### config.mk
export PLATFORM = sky130hd
export DESIGN_NAME = jtag_axi_slave
export DESIGN_NICKNAME = d
export VERILOG_FILES = /design/src/design/axi_bus_pkg.sv /design/src/design/jtag_regs_pkg.sv /design/src/design/axi_rd_channel.sv /design/src/design/axi_wr_channel.sv /design/src/design/jtag_axi_slave.sv /design/src/design/jtag_reg_bank.sv /design/src/design/tck_gen.sv
export SDC_FILE = /design/constraint.sdc
export NUM_CORES = 1
export LEC_CHECK = 0
export BUFFER_PORTS_ARGS = -buffer_cell sky130_fd_sc_hd__buf_2
export CORE_UTILIZATION = 59
export DETAILED_ROUTE_END_ITERATION = 16
export PLACE_DENSITY = 0.95
export SYNTH_ARGS = -nofsm -noshare
export SYNTH_HDL_FRONTEND = slang
export SYNTH_SLANG_ARGS = --single-unit
### constraint.sdc
create_clock -name clk -period 4 [get_ports clk]
set_input_delay 0.8 -clock clk [delete_from_list [all_inputs] [get_ports clk]]
set_output_delay 0.8 -clock clk [all_outputs]
set_load 0.01 [all_outputs]
### src/design/axi_bus_pkg.sv
`default_nettype none

package axi_bus_pkg;

    localparam int AXI_ID_W   = 4;
    localparam int AXI_ADDR_W = 32;
    localparam int AXI_DATA_W = 32;
    localparam int AXI_LEN_W  = 8;
    localparam int AXI_STRB_W = 4;

    typedef enum logic [1:0] {
        FIXED = 2'd0,  // same address on every beat
        INCR  = 2'd1   // address steps by one per beat
    } axi_burst_e;     // codes 2 and 3 are reserved

    typedef enum logic [1:0] {
        OKAY   = 2'd0,
        SLVERR = 2'd2
    } axi_resp_e;

    typedef struct packed {
        logic [AXI_ID_W-1:0]   id;
        logic [AXI_ADDR_W-1:0] addr;
        axi_burst_e            burst;
    } axi_aw_t;  // no len, write bursts end on w.last

    typedef struct packed {
        logic [AXI_ID_W-1:0]   id;
        logic [AXI_ADDR_W-1:0] addr;
        logic [AXI_LEN_W-1:0]  len;    // beats minus one
        axi_burst_e            burst;
    } axi_ar_t;

    typedef struct packed {
        logic [AXI_DATA_W-1:0] data;
        logic [AXI_STRB_W-1:0] strb;
        logic                  last;
    } axi_w_t;

    typedef struct packed {
        logic [AXI_ID_W-1:0] id;
        axi_resp_e           resp;
    } axi_b_t;

    typedef struct packed {
        logic [AXI_ID_W-1:0]   id;
        logic [AXI_DATA_W-1:0] data;
        axi_resp_e             resp;
        logic                  last;
    } axi_r_t;

    function automatic logic burst_legal(axi_burst_e burst);
        return (burst == FIXED) || (burst == INCR);
    endfunction

endpackage

`default_nettype wire

### src/design/jtag_regs_pkg.sv
`default_nettype none

package jtag_regs_pkg;

    typedef enum logic [31:0] {
        TCK_SPEED = 32'd4,  // {high, low} tck periods
        KEY_EN    = 32'd5,
        KEY_DATA  = 32'd6,
        POWER     = 32'd7
    } reg_addr_e;

    localparam int TCK_CNT_W = 16;

    localparam logic [TCK_CNT_W-1:0] TCK_PERIOD_RST = 16'd1;

    // returned for undefined addresses and bad read beats
    localparam logic [axi_bus_pkg::AXI_DATA_W-1:0] RD_ERR_DATA = 32'hFFFF_FFFF;

    typedef struct packed {
        logic [TCK_CNT_W-1:0] high;  // upper half
        logic [TCK_CNT_W-1:0] low;   // lower half
    } tck_speed_t;

    typedef struct packed {
        logic                               en;    // one cycle per legal beat
        reg_addr_e                          addr;
        logic [axi_bus_pkg::AXI_DATA_W-1:0] data;
        logic [axi_bus_pkg::AXI_STRB_W-1:0] strb;
    } reg_wr_t;

    function automatic logic addr_is_reg(logic [axi_bus_pkg::AXI_ADDR_W-1:0] addr);
        return (addr >= TCK_SPEED) && (addr <= POWER);
    endfunction

endpackage

`default_nettype wire

### src/design/axi_rd_channel.sv
`timescale 1ns/1ps
`default_nettype none

module axi_rd_channel (
    input  logic                                 clk,
    input  logic                                 jtag_rstn_sync,
    input  axi_bus_pkg::axi_ar_t                 ar,
    input  logic                                 ar_valid,
    output logic                                 ar_ready,
    output axi_bus_pkg::axi_r_t                  r,
    output logic                                 r_valid,
    input  logic                                 r_ready,
    output logic [axi_bus_pkg::AXI_ADDR_W-1:0]   rd_addr,
    input  logic [axi_bus_pkg::AXI_DATA_W-1:0]   rd_data
);

    import axi_bus_pkg::*;
    import jtag_regs_pkg::*;

    typedef enum logic {
        RD_IDLE,
        RD_DATA
    } rd_state_e;

    rd_state_e             state_q;
    rd_state_e             state_d;
    logic [AXI_ID_W-1:0]   id_q;
    logic [AXI_LEN_W-1:0]  len_q;
    logic [AXI_ADDR_W-1:0] addr_q;
    axi_burst_e            burst_q;
    logic [AXI_LEN_W-1:0]  beat_q;  // beats already handed over
    logic                  err_q;   // set after the first bad beat
    logic                  ar_fire;
    logic                  r_fire;
    logic                  beat_ok;
    logic                  bad;

    assign ar_ready = (state_q == RD_IDLE);
    assign r_valid  = (state_q == RD_DATA);

    assign ar_fire = ar_valid && ar_ready;
    assign r_fire  = r_valid && r_ready;
    assign beat_ok = burst_legal(burst_q) && addr_is_reg(addr_q);
    assign bad     = !beat_ok || err_q;

    assign rd_addr = addr_q;  // bank answers in the same cycle

    always_comb begin
        state_d = state_q;
        case (state_q)
            RD_IDLE: if (ar_fire) state_d = RD_DATA;
            RD_DATA: if (r_fire && r.last) state_d = RD_IDLE;
            default: state_d = RD_IDLE;
        endcase
    end

    always_ff @(posedge clk or negedge jtag_rstn_sync) begin
        if (!jtag_rstn_sync) begin
            state_q <= RD_IDLE;
        end else begin
            state_q <= state_d;
        end
    end

    always_ff @(posedge clk) begin
        if (ar_fire) begin
            id_q    <= ar.id;
            len_q   <= ar.len;
            addr_q  <= ar.addr;
            burst_q <= ar.burst;
        end else if (r_fire && (burst_q == INCR)) begin
            addr_q <= addr_q + 1'b1;
        end
    end

    always_ff @(posedge clk or negedge jtag_rstn_sync) begin
        if (!jtag_rstn_sync) begin
            beat_q <= '0;
            err_q  <= 1'b0;
        end else if (ar_fire) begin
            beat_q <= '0;
            err_q  <= 1'b0;
        end else if (r_fire) begin
            beat_q <= beat_q + 1'b1;
            err_q  <= bad;  // sticks to the end of the burst
        end
    end

    always_comb begin
        r.id   = id_q;
        r.data = bad ? RD_ERR_DATA : rd_data;
        r.resp = bad ? SLVERR : OKAY;
        r.last = (state_q == RD_DATA) && (beat_q == len_q);  // len+1 beats
    end

endmodule

`default_nettype wire

### src/design/axi_wr_channel.sv
`timescale 1ns/1ps
`default_nettype none

module axi_wr_channel (
    input  logic                   clk,
    input  logic                   jtag_rstn_sync,
    input  axi_bus_pkg::axi_aw_t   aw,
    input  logic                   aw_valid,
    output logic                   aw_ready,
    input  axi_bus_pkg::axi_w_t    w,
    input  logic                   w_valid,
    output logic                   w_ready,
    output axi_bus_pkg::axi_b_t    b,
    output logic                   b_valid,
    input  logic                   b_ready,
    output jtag_regs_pkg::reg_wr_t reg_wr
);

    import axi_bus_pkg::*;
    import jtag_regs_pkg::*;

    typedef enum logic [1:0] {
        WR_IDLE,
        WR_DATA,
        WR_RESP
    } wr_state_e;

    wr_state_e             state_q;
    wr_state_e             state_d;
    logic [AXI_ID_W-1:0]   id_q;
    logic [AXI_ADDR_W-1:0] addr_q;  // address of the current beat
    axi_burst_e            burst_q;
    logic                  err_q;   // sticky over the burst
    logic                  aw_fire;
    logic                  w_fire;
    logic                  b_fire;
    logic                  beat_ok;

    assign aw_ready = (state_q == WR_IDLE);
    assign w_ready  = (state_q == WR_DATA);  // registers never stall
    assign b_valid  = (state_q == WR_RESP);

    assign aw_fire = aw_valid && aw_ready;
    assign w_fire  = w_valid && w_ready;
    assign b_fire  = b_valid && b_ready;
    assign beat_ok = burst_legal(burst_q) && addr_is_reg(addr_q);

    always_comb begin
        state_d = state_q;
        case (state_q)
            WR_IDLE: if (aw_fire) state_d = WR_DATA;
            WR_DATA: if (w_fire && w.last) state_d = WR_RESP;
            WR_RESP: if (b_fire) state_d = WR_IDLE;  // hold under back-pressure
            default: state_d = WR_IDLE;
        endcase
    end

    always_ff @(posedge clk or negedge jtag_rstn_sync) begin
        if (!jtag_rstn_sync) begin
            state_q <= WR_IDLE;
        end else begin
            state_q <= state_d;
        end
    end

    always_ff @(posedge clk) begin
        if (aw_fire) begin
            id_q    <= aw.id;
            addr_q  <= aw.addr;
            burst_q <= aw.burst;
        end else if (w_fire && (burst_q == INCR)) begin
            addr_q <= addr_q + 1'b1;  // may run past 7 into error space
        end
    end

    always_ff @(posedge clk or negedge jtag_rstn_sync) begin
        if (!jtag_rstn_sync) begin
            err_q <= 1'b0;
        end else if (aw_fire) begin
            err_q <= 1'b0;  // new burst
        end else if (w_fire && !beat_ok) begin
            err_q <= 1'b1;
        end
    end

    always_comb begin
        b.id   = id_q;
        b.resp = err_q ? SLVERR : OKAY;
    end

    // bad beats are accepted and dropped
    always_comb begin
        reg_wr.en   = w_fire && beat_ok;
        reg_wr.addr = reg_addr_e'(addr_q);
        reg_wr.data = w.data;
        reg_wr.strb = w.strb;
    end

endmodule

`default_nettype wire

### src/design/jtag_axi_slave.sv
`timescale 1ns/1ps
`default_nettype none

module jtag_axi_slave (
    input  logic                                clk,
    input  logic                                jtag_rstn_sync,
    input  axi_bus_pkg::axi_aw_t                aw,
    input  logic                                aw_valid,
    output logic                                aw_ready,
    input  axi_bus_pkg::axi_w_t                 w,
    input  logic                                w_valid,
    output logic                                w_ready,
    output axi_bus_pkg::axi_b_t                 b,
    output logic                                b_valid,
    input  logic                                b_ready,
    input  axi_bus_pkg::axi_ar_t                ar,
    input  logic                                ar_valid,
    output logic                                ar_ready,
    output axi_bus_pkg::axi_r_t                 r,
    output logic                                r_valid,
    input  logic                                r_ready,
    output logic                                tck,
    output logic                                key_ctrl_enable,
    output logic [axi_bus_pkg::AXI_DATA_W-1:0]  key_pattern,
    output logic                                lab_fpga_power_on
);

    import axi_bus_pkg::*;
    import jtag_regs_pkg::*;

    reg_wr_t               reg_wr;    // write strobe into the bank
    logic [AXI_ADDR_W-1:0] rd_addr;
    logic [AXI_DATA_W-1:0] rd_data;
    logic [TCK_CNT_W-1:0]  tck_high;
    logic [TCK_CNT_W-1:0]  tck_low;

    axi_wr_channel i_axi_wr_channel (
        .clk            (clk),
        .jtag_rstn_sync (jtag_rstn_sync),
        .aw             (aw),
        .aw_valid       (aw_valid),
        .aw_ready       (aw_ready),
        .w              (w),
        .w_valid        (w_valid),
        .w_ready        (w_ready),
        .b              (b),
        .b_valid        (b_valid),
        .b_ready        (b_ready),
        .reg_wr         (reg_wr)
    );

    axi_rd_channel i_axi_rd_channel (
        .clk            (clk),
        .jtag_rstn_sync (jtag_rstn_sync),
        .ar             (ar),
        .ar_valid       (ar_valid),
        .ar_ready       (ar_ready),
        .r              (r),
        .r_valid        (r_valid),
        .r_ready        (r_ready),
        .rd_addr        (rd_addr),
        .rd_data        (rd_data)
    );

    jtag_reg_bank i_jtag_reg_bank (
        .clk               (clk),
        .jtag_rstn_sync    (jtag_rstn_sync),
        .reg_wr            (reg_wr),
        .rd_addr           (rd_addr),
        .rd_data           (rd_data),
        .tck_high          (tck_high),
        .tck_low           (tck_low),
        .key_ctrl_enable   (key_ctrl_enable),
        .key_pattern       (key_pattern),
        .lab_fpga_power_on (lab_fpga_power_on)
    );

    tck_gen i_tck_gen (
        .clk            (clk),
        .jtag_rstn_sync (jtag_rstn_sync),
        .tck_high       (tck_high),
        .tck_low        (tck_low),
        .tck            (tck)
    );

endmodule

`default_nettype wire

### src/design/jtag_reg_bank.sv
`timescale 1ns/1ps
`default_nettype none

module jtag_reg_bank (
    input  logic                                 clk,
    input  logic                                 jtag_rstn_sync,
    input  jtag_regs_pkg::reg_wr_t               reg_wr,
    input  logic [axi_bus_pkg::AXI_ADDR_W-1:0]   rd_addr,
    output logic [axi_bus_pkg::AXI_DATA_W-1:0]   rd_data,
    output logic [jtag_regs_pkg::TCK_CNT_W-1:0]  tck_high,
    output logic [jtag_regs_pkg::TCK_CNT_W-1:0]  tck_low,
    output logic                                 key_ctrl_enable,
    output logic [axi_bus_pkg::AXI_DATA_W-1:0]   key_pattern,
    output logic                                 lab_fpga_power_on
);

    import axi_bus_pkg::*;
    import jtag_regs_pkg::*;

    tck_speed_t            speed_q;
    logic                  key_en_q;
    logic [AXI_DATA_W-1:0] key_pat_q;
    logic                  power_q;

    // replaces only the bytes whose strobe is set
    function automatic logic [AXI_DATA_W-1:0] merge_bytes(
        input logic [AXI_DATA_W-1:0] old_val,
        input logic [AXI_DATA_W-1:0] new_val,
        input logic [AXI_STRB_W-1:0] strb
    );
        logic [AXI_DATA_W-1:0] res;
        res = old_val;
        for (int i = 0; i < AXI_STRB_W; i++) begin
            if (strb[i]) res[8*i +: 8] = new_val[8*i +: 8];
        end
        return res;
    endfunction

    always_ff @(posedge clk or negedge jtag_rstn_sync) begin
        if (!jtag_rstn_sync) begin
            speed_q.high <= TCK_PERIOD_RST;
            speed_q.low  <= TCK_PERIOD_RST;
            key_en_q     <= 1'b0;
            key_pat_q    <= '0;
            power_q      <= 1'b0;  // target stays unpowered
        end else if (reg_wr.en) begin
            case (reg_wr.addr)
                TCK_SPEED: speed_q <= merge_bytes(speed_q, reg_wr.data, reg_wr.strb);
                KEY_EN: begin
                    if (reg_wr.strb[0]) key_en_q <= reg_wr.data[0];  // bit 0 only
                end
                KEY_DATA: key_pat_q <= merge_bytes(key_pat_q, reg_wr.data, reg_wr.strb);
                POWER: begin
                    if (reg_wr.strb[0]) power_q <= reg_wr.data[0];
                end
                default: ;  // channel filters undefined addresses
            endcase
        end
    end

    always_comb begin
        case (rd_addr)
            TCK_SPEED: rd_data = speed_q;
            KEY_EN:    rd_data = {{(AXI_DATA_W-1){1'b0}}, key_en_q};
            KEY_DATA:  rd_data = key_pat_q;
            POWER:     rd_data = {{(AXI_DATA_W-1){1'b0}}, power_q};
            default:   rd_data = RD_ERR_DATA;
        endcase
    end

    assign tck_high          = speed_q.high;
    assign tck_low           = speed_q.low;
    assign key_ctrl_enable   = key_en_q;
    assign key_pattern       = key_pat_q;
    assign lab_fpga_power_on = power_q;

endmodule

`default_nettype wire

### src/design/tck_gen.sv
`timescale 1ns/1ps
`default_nettype none

module tck_gen (
    input  logic                                clk,
    input  logic                                jtag_rstn_sync,
    input  logic [jtag_regs_pkg::TCK_CNT_W-1:0] tck_high,
    input  logic [jtag_regs_pkg::TCK_CNT_W-1:0] tck_low,
    output logic                                tck
);

    import jtag_regs_pkg::*;

    logic [TCK_CNT_W-1:0] cnt_q;     // clk cycles left in this phase
    logic [TCK_CNT_W-1:0] next_len;  // length of the coming phase
    logic                 tck_q;
    logic                 phase_end;

    assign phase_end = (cnt_q <= 1);

    // sampled only at the phase change
    always_comb begin
        next_len = tck_q ? tck_low : tck_high;
        if (next_len == '0) next_len = 1;  // zero acts as one
    end

    always_ff @(posedge clk or negedge jtag_rstn_sync) begin
        if (!jtag_rstn_sync) begin
            tck_q <= 1'b0;
            cnt_q <= TCK_PERIOD_RST;  // first low phase at reset length
        end else if (phase_end) begin
            tck_q <= !tck_q;
            cnt_q <= next_len;
        end else begin
            cnt_q <= cnt_q - 1'b1;
        end
    end

    assign tck = tck_q;

endmodule

`default_nettype wire

Yosys cells after proc, flatten, opt, wreduce, memory -nomap -nowiden
Index checks and enable logic that the tools add are counted.
{"block": "totals", "register_bits": 180, "inputBits": 128, "output_inout_bits": 85, "elab_cells": 115}
{"block": "classes", "addsub": 4, "n_lt_le_gt_ge": 5, "n_eq_ne": 16, "mux": 24, "n_bitwise": 1, "n_reduce_logical": 41}
{"cell": "32-bit by 3-bit == test with 1-bit output, second input constant", "n": 8}
{"cell": "32-bit two-way mux", "n": 5}
{"cell": "32-bit one-hot mux with 4 select lines", "n": 1}
{"cell": "32-bit by 1-bit adder with 32-bit output, second input constant", "n": 2}
{"cell": "32-bit by 3-bit greater-or-equal comparator with 1-bit output, second input constant", "n": 2}
{"cell": "32-bit by 3-bit less-or-equal comparator with 1-bit output, second input constant", "n": 2}
{"cell": "16-bit two-way mux", "n": 3}
{"cell": "3-bit AND reduction", "n": 11}
{"cell": "16-bit by 1-bit less-or-equal comparator with 1-bit output, second input constant", "n": 1}
{"cell": "1-bit logical AND", "n": 16}
{"cell": "16-bit logical NOT", "n": 1}
{"cell": "8-bit two-way mux", "n": 2}
{"cell": "16-bit by 1-bit subtractor with 16-bit output, second input constant", "n": 1}
{"cell": "2-bit two-way mux", "n": 5}
{"cell": "8-bit by 1-bit adder with 8-bit output, second input constant", "n": 1}
{"cell": "8-bit == test", "n": 1}
{"cell": "2-bit nonzero test", "n": 4}
{"cell": "2-bit by 1-bit == test with 1-bit output, second input constant", "n": 3}
{"cell": "2-bit logical NOT", "n": 3}
{"cell": "1-bit two-way mux", "n": 6}
{"cell": "2-bit inequality test, second input constant", "n": 3}
{"cell": "2-bit one-hot mux with 3 select lines", "n": 1}
{"cell": "1-bit logical NOT", "n": 3}
{"cell": "1-bit logical OR", "n": 3}
{"cell": "other kinds (3)", "n": 3}

Logic depth before layout (Yosys ltp)
Gate-level depths: netlist (run 1).
{"block": "depth", "word_depth": 7, "ltp_mapped": 8, "mapped_depth_nobuf": 6}

Cells and area by module
A second synthesis (run 1) with hierarchy kept.
{"block": "unflattened", "cells_unflattened": 993, "hier_area_um2": 10595.2}
{"module": "jtag_reg_bank", "n_inst": 1, "cells_each": 254, "area_per_inst_um2": 3410.8, "seq_area_each_um2": 1654.1}
{"module": "axi_rd_channel", "n_inst": 1, "cells_each": 337, "area_per_inst_um2": 3285.7, "seq_area_each_um2": 1631.6}
{"module": "axi_wr_channel", "n_inst": 1, "cells_each": 279, "area_per_inst_um2": 2661.3, "seq_area_each_um2": 1216.2}
{"module": "tck_gen", "n_inst": 1, "cells_each": 123, "area_per_inst_um2": 1237.4, "seq_area_each_um2": 426.7}

Worst setup path after synthesis (run 1)
No wires, ideal clock.
{"block": "synth_timing", "path_kind": "register to output", "startpoint": "register i_axi_rd_channel.addr_q[0] (netlist: i_axi_rd_channel.rd_addr[0])", "endpoint": "output r[25] (netlist name)", "arrival_time_ns": 1.904, "path_slack_ns": 1.296, "path_stages_with_launch": 8, "n_path_buf": 2, "cell_sequence": "edfxtp_1 > inv_1 > ha_1 > clkbuf_1 > or4_1 > nand3b_1 > clkbuf_1 > a221o_1"}
{"item": "start, declared", "line": "axi_rd_channel.sv:29", "rtl": "logic [AXI_ADDR_W-1:0] addr_q;"}
{"item": "start signal, assigned", "line": "axi_rd_channel.sv:69", "rtl": "addr_q <= ar.addr;"}
{"item": "start signal, assigned", "line": "axi_rd_channel.sv:72", "rtl": "addr_q <= addr_q + 1'b1;"}
{"item": "end, declared", "line": "jtag_axi_slave.sv:19", "rtl": "output axi_bus_pkg::axi_r_t r,"}

==> metrics.yaml, run 1 <==
htree_levels: 4
synth_top_family_by_area: "simple AND/OR/NAND/NOR gates"
initial_core_util_pct: 61.09
synth_compound_area_share_pct: 10.25
ant_nets: 0
grt_pass1_vias: 7607
synthCells: 844
synth_area_per_cell_um2: 11.13
startpoint_type: "flip-flop"
fin_cells: 1263
wl_per_cell_um: 19.37
finalWorstSetupSlack_ns: 0.3886
totalPowerFinal_mw: 4.627
cp.required_ns: 3.20
async_flop_share_pct: 53.33
synth_area_leader_cell: "edfxtp_1"
slew_violations: 0
port_buffers: 210
drtIter0Drc: 675
core_mm2: 0.01537
fmax_mhz: 276.9
clock_latency_ns: 0.44
ir_drop_mv: 0.4599
clk_path_buf_depth: 2
fp.dieArea_mm2: 0.01642
dp_slack_ns: 0.9173
cap_violations: 0
synth_ff_type: "dfrtp_1"
synth-simple-area-share_pct: 17.11
synthAdderAreaFrac_pct: 1.466
vias_per_cell: 6.248
setup_viol: 0
max_slew_margin_pct: 28.20
cts_setup_buffers: 0
wl_um: 24470
skew_ns: 0.01021
synthTopCellsByCount: "93 x dfrtp_1, 93 x nand2_1, 84 x edfxtp_1, 72 x o21ai_0, 68 x mux2_2"
cp_max_fo: 32
hold_viol: 0
gp_congestion: 0.8800
ys_ff_latch: 180
die_w_um: 128.2
rows: 45
rsz0062_at_grt: "false"
layout_worst_path_cycle_share_pct: 90.28
grt-ovfl-total: 0
fin_setup_tns_ns: 0
cts_resized: 0
cts_buffers: 17
hpwl_um: 17340
ys_seq_area_share_pct: 52.49
postCtsHoldBufs: 0
antenna_found_initial: 1
synth_mux_area_share_pct: 8.794
synth_xor_area_share_pct: 7.368
pin_count: 213
cts_tree: "yes"
grt_util_all_layers_pct: 30.70
dp.cells: 1230
clock_sinks: 180
nNetsFinal: 1177
ys.warnings.count: 0
worstPathArrival_ns: 2.81
fillers: 1060
cellPowerDensity_mw_per_mm2: 414.9
route.vias.total: 7891
first_pass_iters: 6
endpoint_kind: "output port"
critical_path_class: "reg2out"
final_layout_size_suffix_gt1_share_pct: 32.06
grt_max_degree: 72
grt_pass1_wl_um: 38320
synth_edf_count: 84
drc: 0
syn_to_final_growth_pct: 18.75
worst_slew_pin_slew_ns: 1.075
die_height_um: 128.2
p_leak_nw: 4.815
min_path_type: "in2async"
yosys.area.top_type_share_pct: 26.86
syn-cell-area_mm2: 0.009390
min_period_ns: 3.611
clockRootBuffer: "clkbuf_16"
synthTopCellsByArea: "edfxtp_1 27%, dfrtp_1 25%, mux2_2 8.2%, xnor2_1 3.9%, o21ai_0 3.8%"
status: "completed"
cts.reportedPaths.clkPinSlew_ns: 0.07
ys_types: 52
-- kinds of logic (layout without fill, tap and decap cells) --
group	count (synthesis)	after routing
and+or+nand+nor	295	295
DFF	180	180
xor gates and xnor gates	79	79
muxes	74	74
buffers and inverters	57	263
other	1	3
adders and majority gates	11	11
AOI/OAI and AO/OA	147	147
-- metrics by stage --
step	instance area, um^2	utilization, %	hold WS (ns)
6_report	11150	72.54	0.2434
4_1_cts	11150	72.53	0.2411
3_3_place_gp	10590	68.88	0.4860
5_1_grt	11150	72.54	0.2505
3_5_place_dp	10590	68.88	0.4943
2_1_floorplan	9394	-	0.4542
-- routing by layer --
metal,track usage [%],routed length [um],vias to the layer above,share of wire [%]
met5,0,0,-,0
met2,51.44,12150,433,50
met3,6.928,1868,96,7.6
li1,-,-,3535,-
met4,15.78,990,0,4.0
met1,37.29,9455,3827,39
-- cell usage in the layout (no fill, tap or decap), types with 3 or more instances in the layout --
| cell type | netlist | layout |
|---|---|---|
| nor3_1 | 11 | 11 |
| a211oi_1 | 10 | 10 |
| mux2i_1 | 6 | 6 |
| a21oi_1 | 19 | 19 |
| inv_4 | 0 | 3 |
| or4_1 | 5 | 5 |
| a31oi_1 | 4 | 4 |
| mux2_2 | 68 | 68 |
| inv_1 | 13 | 12 |
| xor2_1 | 37 | 37 |
| inv_6 | 0 | 5 |
| xnor2_1 | 42 | 42 |
| nor2_1 | 29 | 29 |
| nor4b_1 | 3 | 3 |
| nand4_1 | 26 | 26 |
| and2_1 | 8 | 7 |
| ha_1 | 11 | 11 |
| a221o_1 | 31 | 31 |
| dfstp_2 | 3 | 3 |
| o21ai_0 | 72 | 72 |
| dfrtp_1 | 93 | 93 |
| buf_4 | 4 | 9 |
| buf_2 | 4 | 209 |
| edfxtp_1 | 84 | 84 |
| nor2b_1 | 14 | 14 |
| and3_1 | 12 | 12 |
| nand3_1 | 35 | 35 |
| nand3_2 | 4 | 4 |
| clkbuf_16 | 0 | 18 |
| nand3b_1 | 3 | 3 |
| and4_1 | 8 | 8 |
| nand2_1 | 93 | 93 |
| nand4_2 | 4 | 4 |
| nor4_1 | 29 | 29 |
-- cell type report --
| class | count | area, um^2 | share of cell area [%] |
|---|---|---|---|
| flip-flops and latches | 180 | 4928 | 44.20 |
| repair buffers | 218 | 1114 | 9.987 |
| multi-input cells | 608 | 4233 | 37.96 |
| clock buffers | 20 | 471.7 | 4.230 |
| well taps | 211 | 264.0 | 2.368 |
| diodes | 1 | 2.502 | 0.02244 |
| inverters | 13 | 48.80 | 0.4376 |
| clock inverters | 12 | 88.84 | 0.7967 |
-- registers in the layout, summed over array words and instances, names as in the netlist --
name / flops
i_axi_rd_channel.rd_addr: 32
i_axi_wr_channel.addr_q: 32
i_jtag_reg_bank.key_pattern: 32
i_jtag_reg_bank.tck_high: 16
i_jtag_reg_bank.tck_low: 16
i_tck_gen.cnt_q: 16
i_axi_rd_channel.beat_q: 8
i_axi_rd_channel.len_q: 8
i_axi_rd_channel.id_q: 4
i_axi_wr_channel.id_q: 4
i_axi_rd_channel.burst_q: 2
i_axi_wr_channel.burst_q: 2
i_axi_wr_channel.state_q: 2
i_axi_rd_channel.err_q: 1
i_axi_rd_channel.r_valid: 1
i_axi_wr_channel.err_q: 1
i_jtag_reg_bank.key_ctrl_enable: 1
i_jtag_reg_bank.lab_fpga_power_on: 1
i_tck_gen.tck: 1
-- report_power, final --
| group | internal, mW | total (mW) | switching (mW) |
|---|---|---|---|
| clock network | 0.865 | 1.61 | 0.745 |
| registers | 2.18 | 2.37 | 0.193 |
| logic | 0.262 | 0.646 | 0.384 |
-- critical path, stage by stage (launching register included) --
cell and delay [ns]:
edfxtp_1 0.45, nor4_1 0.36, nand4_1 0.16, nor4_1 0.51, nand3b_1 0.13, buf_4 0.26
a221o_1 0.33, buf_2 0.16
-- path summary, 6_finish.rpt --
kind                       slack (ns)                     endpoint                          from  cells past startpoint
min reg2reg                      0.51          i_tck_gen.cnt_q[14]           i_tck_gen.cnt_q[14]                      1
max in group asynchronous        2.93  i_jtag_reg_bank.tck_high[0]                jtag_rstn_sync                      2
min                              0.24       i_axi_rd_channel.err_q                jtag_rstn_sync                      1
min in group clk                 0.51          i_tck_gen.cnt_q[14]           i_tck_gen.cnt_q[14]                      1
max                              0.39                        r[23]  i_axi_rd_channel.rd_addr[23]                      7
max reg2reg                      1.28          i_tck_gen.cnt_q[13]           i_tck_gen.cnt_q[10]                      5
No activity file was read; power rests on OpenSTA's default activity.
==> run 2: changes to the inputs <==
CORE_UTILIZATION = 49   (was 59)
PLACE_DENSITY = 0.86   (was 0.95)
clock period = 3.3 ns   (was 4 ns; I/O delays follow)
==> metrics.yaml, run 2 (synthesized netlist as in run 1, its figures left out) <==
htree_levels: 4
crit_path_start: "i_axi_rd_channel.rd_addr[7]"
antenna_found_initial: 0
port_buffers: 210
fmax_mhz: 310.8
drc: 0
grt_pass1_wl_um: 37570
pin_count: 213
diodes: 0
postCtsHoldBufs: 0
nNetsFinal: 1186
cp_max_fo: 32
vias_per_cell: 5.936
r2r-start: "i_axi_wr_channel.addr_q[28]"
top_usage_layer: "met2"
final_cell_mix: "209 x buf_2, 93 x nand2_1, 93 x dfrtp_1"
dp.cells: 1257
slew_violations: 0
final_layout_size_suffix_gt1_share_pct: 32.83
clock_sinks: 180
wl_per_cell_um: 18.14
die_height_um: 140.4
fp.dieArea_mm2: 0.01972
critical_path_class: "reg2out"
first_pass_iters: 6
layout_worst_path_cycle_share_pct: 97.49
clk_path_buf_depth: 2
cellPowerDensity_mw_per_mm2: 502.2
worstPathArrival_ns: 2.56
die_w_um: 140.4
ir_drop_mv: 0.4521
max_slew_margin_pct: 31.71
clock_latency_ns: 0.44
fin_setup_tns_ns: 0
grt-ovfl-total: 0
gp_congestion: 0.8689
min_period_ns: 3.217
p_leak_nw: 4.882
ff2ff_setup_slack_ns: 0.80
setup_viol: 0
use_met3_pct: 5.265
fin_hold_ws_ns: 0.1847
ant_nets: 0
r2r_end: "i_jtag_reg_bank.tck_high[6]"
cts_buffers: 17
clockRootBuffer: "clkbuf_16"
cts_tree: "yes"
cap_violations: 0
grt_pass1_vias: 7429
min_path_type: "in2async"
r2r_cells: 5
core_mm2: 0.01877
grt_max_degree: 48
wl_um: 23470
globalRouteMet2Util_pct: 40.79
fin_cells: 1294
totalPowerFinal_mw: 5.691
status: "completed"
endpoint_kind: "output port"
cts.reportedPaths.clkPinSlew_ns: 0.07
hpwl_um: 16760
drtIter0Drc: 750
final_common_cell: "buf_2"
grt_util_all_layers_pct: 24.36
worst_slew_pin_slew_ns: 1.024
fillers: 1494
hold_viol: 0
startpoint_type: "flip-flop"
grt_util_met1_pct: 31.06
skew_ns: 0.01058
route.vias.total: 7681
initial_core_util_pct: 50.03
rows: 50
cp.required_ns: 2.64
syn_to_final_growth_pct: 20.67
run 2: report_power, final:
| group | switching, mW | total (mW) | leakage [nW] | internal (mW) |
|---|---|---|---|---|
| combinational | 0.460 | 0.778 | 2.50 | 0.319 |
| sequential | 0.230 | 2.87 | 2.09 | 2.64 |
| clock | 0.903 | 2.04 | 0.293 | 1.14 |
| total | 1.59 | 5.69 | 4.88 | 4.10 |
run 2: repair_timing:
| item | CTS | global route |
|---|---|---|
| pin swaps | 1 | 1 |
| buffers inserted | 1 | 4 |
| gates resized for setup | 3 | 3 |
| endpoints found under the setup margin | 32 | 32 |
run 2: metal layers:
layer	vias to the layer above	share of wire, %
met5	-	0
met4	0	2.3
met3	44	7.2
met2	367	49
met1	3717	42
li1	3553	-
run 2: worst max path at each step:
| stage | to | slack [ns] | depth (start not counted) |
|---|---|---|---|
| final | r[3] | 0.08 | 8 |
| after global routing | r[3] | -0.01 | 8 |
| after CTS | r[3] | 0.04 | 8 |
| after detailed placement | r[33] | 0.39 | 7 |
| after global placement | r[10] | 0.51 | 7 |
| after floorplan | r[25] | 0.74 | 7 |
run 2: final cells by class:
class	count	area (um^2)	share of cell area, %
multi-input combinational	608	4258	37.58
clock inverter	12	110.1	0.9717
sequential	180	4928	43.50
timing repair buffer	227	1214	10.71
inverter	13	48.80	0.4307
clock buffer	20	479.2	4.229
tap	234	292.8	2.584
run 2: critical path, stage by stage, from the launching register on:
cell and delay, ns:
edfxtp_1 0.46, nor4_2 0.30, nand3b_1 0.16, nor4_1 0.28
buf_4 0.17, nand3b_1 0.10, buf_8 0.19, or2_2 0.30
buf_2 0.14
run 2: per-stage QoR:
step	setup slack [ns]	area (um^2)	utilization, %
3_5_place_dp	0.3883	10670	56.86
3_3_place_gp	0.5122	10670	56.86
4_1_cts	0.04209	11280	60.12
2_1_floorplan	0.7359	9394	-
5_1_grt	-0.01257	11330	60.37
6_report	0.08283	11330	60.37
==> run 3: changes to the inputs <==
BUFFER_PORTS_ARGS = not set   (was -buffer_cell sky130_fd_sc_hd__buf_2)
CORE_ASPECT_RATIO = 0.8   (was not set)
CORE_UTILIZATION = 58   (was 49)
DONT_BUFFER_PORTS = 1   (was not set)
==> metrics.yaml, run 3 (synthesized netlist as in run 1, its figures left out) <==
status: "completed"
crit_chain: "nor4_1 -> nand4_1 -> nor4_4 -> nand3b_1 -> buf_6 -> a221o_1"
final_cell_mix: "93 x nand2_1, 93 x dfrtp_1, 84 x edfxtp_1"
clockRootBuffer: "clkbuf_16"
first_pass_iters: 5
max_slew_margin_pct: 37.73
startpoint_type: "flip-flop"
worst_slew_pin_slew_ns: 0.9255
p_int_mw: 3.960
vias_per_cell: 6.362
final_layout_size_suffix_gt1_share_pct: 15.48
rows: 41
cts_tree: "yes"
diodes: 0
cp.required_ns: 2.64
grt-ovfl-total: 0
p_leak_nw: 4.025
setup_viol: 0
layout_worst_path_cycle_share_pct: 95.59
grt_max_degree: 94
grt_pass1_wl_um: 32910
die_height_um: 115.8
fmax_mhz: 317.0
cap_violations: 0
port_buffers: 0
pin_count: 213
power.switching_mw: 1.509
clk_path_buf_depth: 2
wl_um: 21850
htree_levels: 4
wl_per_cell_um: 20.59
ir_drop_mv: 0.5018
fin_setup_tns_ns: 0
critical_path_class: "reg2out"
clkPwrFrac_pct: 35.5
p_sw_share_pct: 27.59
syn_to_final_growth_pct: 8.394
cts_buffers: 17
grt_pass1_vias: 6384
ant_nets: 0
ff2ff_setup_slack_ns: 0.75
fp.dieArea_mm2: 0.01671
hold_viol: 0
initial_core_util_pct: 59.43
clock_sinks: 180
antenna_found_initial: 0
nNetsFinal: 972
p_comb_share_pct: 11.9
core_mm2: 0.01580
min_period_ns: 3.155
cp_max_fo: 31
min_path_type: "in2async"
gp_congestion: 0.8463
critPathMaxStageDelay_ns: 0.44
cp_slowest_cell: "edfxtp_1"
rsz0062_at_grt: "false"
slew_violations: 0
cts.reportedPaths.clkPinSlew_ns: 0.07
endpoint_kind: "output port"
clock_latency_ns: 0.43
fin_hold_ws_ns: 0.06100
route.vias.total: 6750
cp_num_buf_inv: 1
hpwl_um: 15400
drc: 0
grt_util_all_layers_pct: 26.60
p_seq_share_pct: 52.7
r2r-start: "i_axi_wr_channel.addr_q[28]"
totalPowerFinal_mw: 5.469
r2r_cells: 5
cp_top_family: "simple AND/OR/NAND/NOR gates"
r2r_end: "i_jtag_reg_bank.tck_high[4]"
skew_ns: 0.01022
drtIter0Drc: 625
cellPowerDensity_mw_per_mm2: 537.3
die_w_um: 144.3
cts_setup_buffers: 0
worstPathArrival_ns: 2.49
## run 3: changes by cell type in the layout (fill, tap and decap cells not counted), moves of 2 or more
cell	previous run	this run
buf_12	2	0
buf_2	209	0
buf_4	15	11
clkbuf_1	1	3
clkbuf_16	19	17
clkinv_4	1	4
inv_6	4	1
## run 3: repair_timing
action,4_1_cts,5_1_grt
setup endpoints to repair,0,31
resized for setup,0,4
endpoints found under the hold margin,93,0
hold buffers,1,0
## run 3: worst register-to-register path, cell delays in order, from the launching register on
cell and delay [ns]:
edfxtp_1 0.44, nor4_1 0.38, nand4_1 0.32, nor2_1 0.50, nand4_2 0.40, mux2_2 0.40
## run 3: how the worst max path moves through the flow
stage | from | end | cells past startpoint
after floorplan | i_axi_rd_channel.rd_addr[0] | r[25] | 7
after global placement | i_axi_rd_channel.rd_addr[20] | r[24] | 6
after detailed placement | i_axi_rd_channel.rd_addr[6] | r[23] | 6
after CTS | i_axi_rd_channel.rd_addr[6] | r[23] | 6
after global routing | i_axi_rd_channel.rd_addr[20] | r[23] | 6
final | i_axi_rd_channel.rd_addr[23] | r[18] | 6
## run 3: layer usage
metal	track usage (%)	part of all wire (%)	up-vias	wire, um
li1	-	-	3118	-
met5	0	0	-	0
met2	41.16	46	314	10110
met4	9.333	1.7	0	380
met3	7.934	8.3	34	1810
met1	35.82	44	3284	9550
## run 3: through the flow
| stage | util (%) | instances | instance area [um^2] | setup slack [ns] |
|---|---|---|---|---|
| 2_1_floorplan | - | 845 | 9394 | 0.7359 |
| 3_3_place_gp | 60.56 | 1028 | 9569 | 0.5025 |
| 3_5_place_dp | 60.56 | 1028 | 9569 | 0.4618 |
| 4_1_cts | 64.26 | 1061 | 10150 | 0.0001668 |
| 5_1_grt | 64.42 | 1061 | 10180 | 0.01230 |
| 6_report | 64.42 | 1061 | 10180 | 0.1454 |
## run 3: final cells by class
| cell class | instances | area (um^2) |
|---|---|---|
| multi-input cells | 608 | 4254 |
| well taps | 215 | 269.0 |
| fillers | 1232 | 5622 |
| flip-flops and latches | 180 | 4928 |
| clock buffers | 22 | 457.9 |
| clock inverters | 10 | 98.84 |
| inverters | 13 | 48.80 |
| repair buffers | 13 | 121.4 |
## run 3: power groups by stage
stage               combinational [mW]  clock [mW]  sequential (mW)
global placement                 0.599           0             2.90
finish                           0.649        1.94             2.88
global route                     0.742        2.07             2.91
detailed placement               0.620           0             2.91
floorplan                        0.534           0             2.85
CTS                              0.654        1.97             2.87
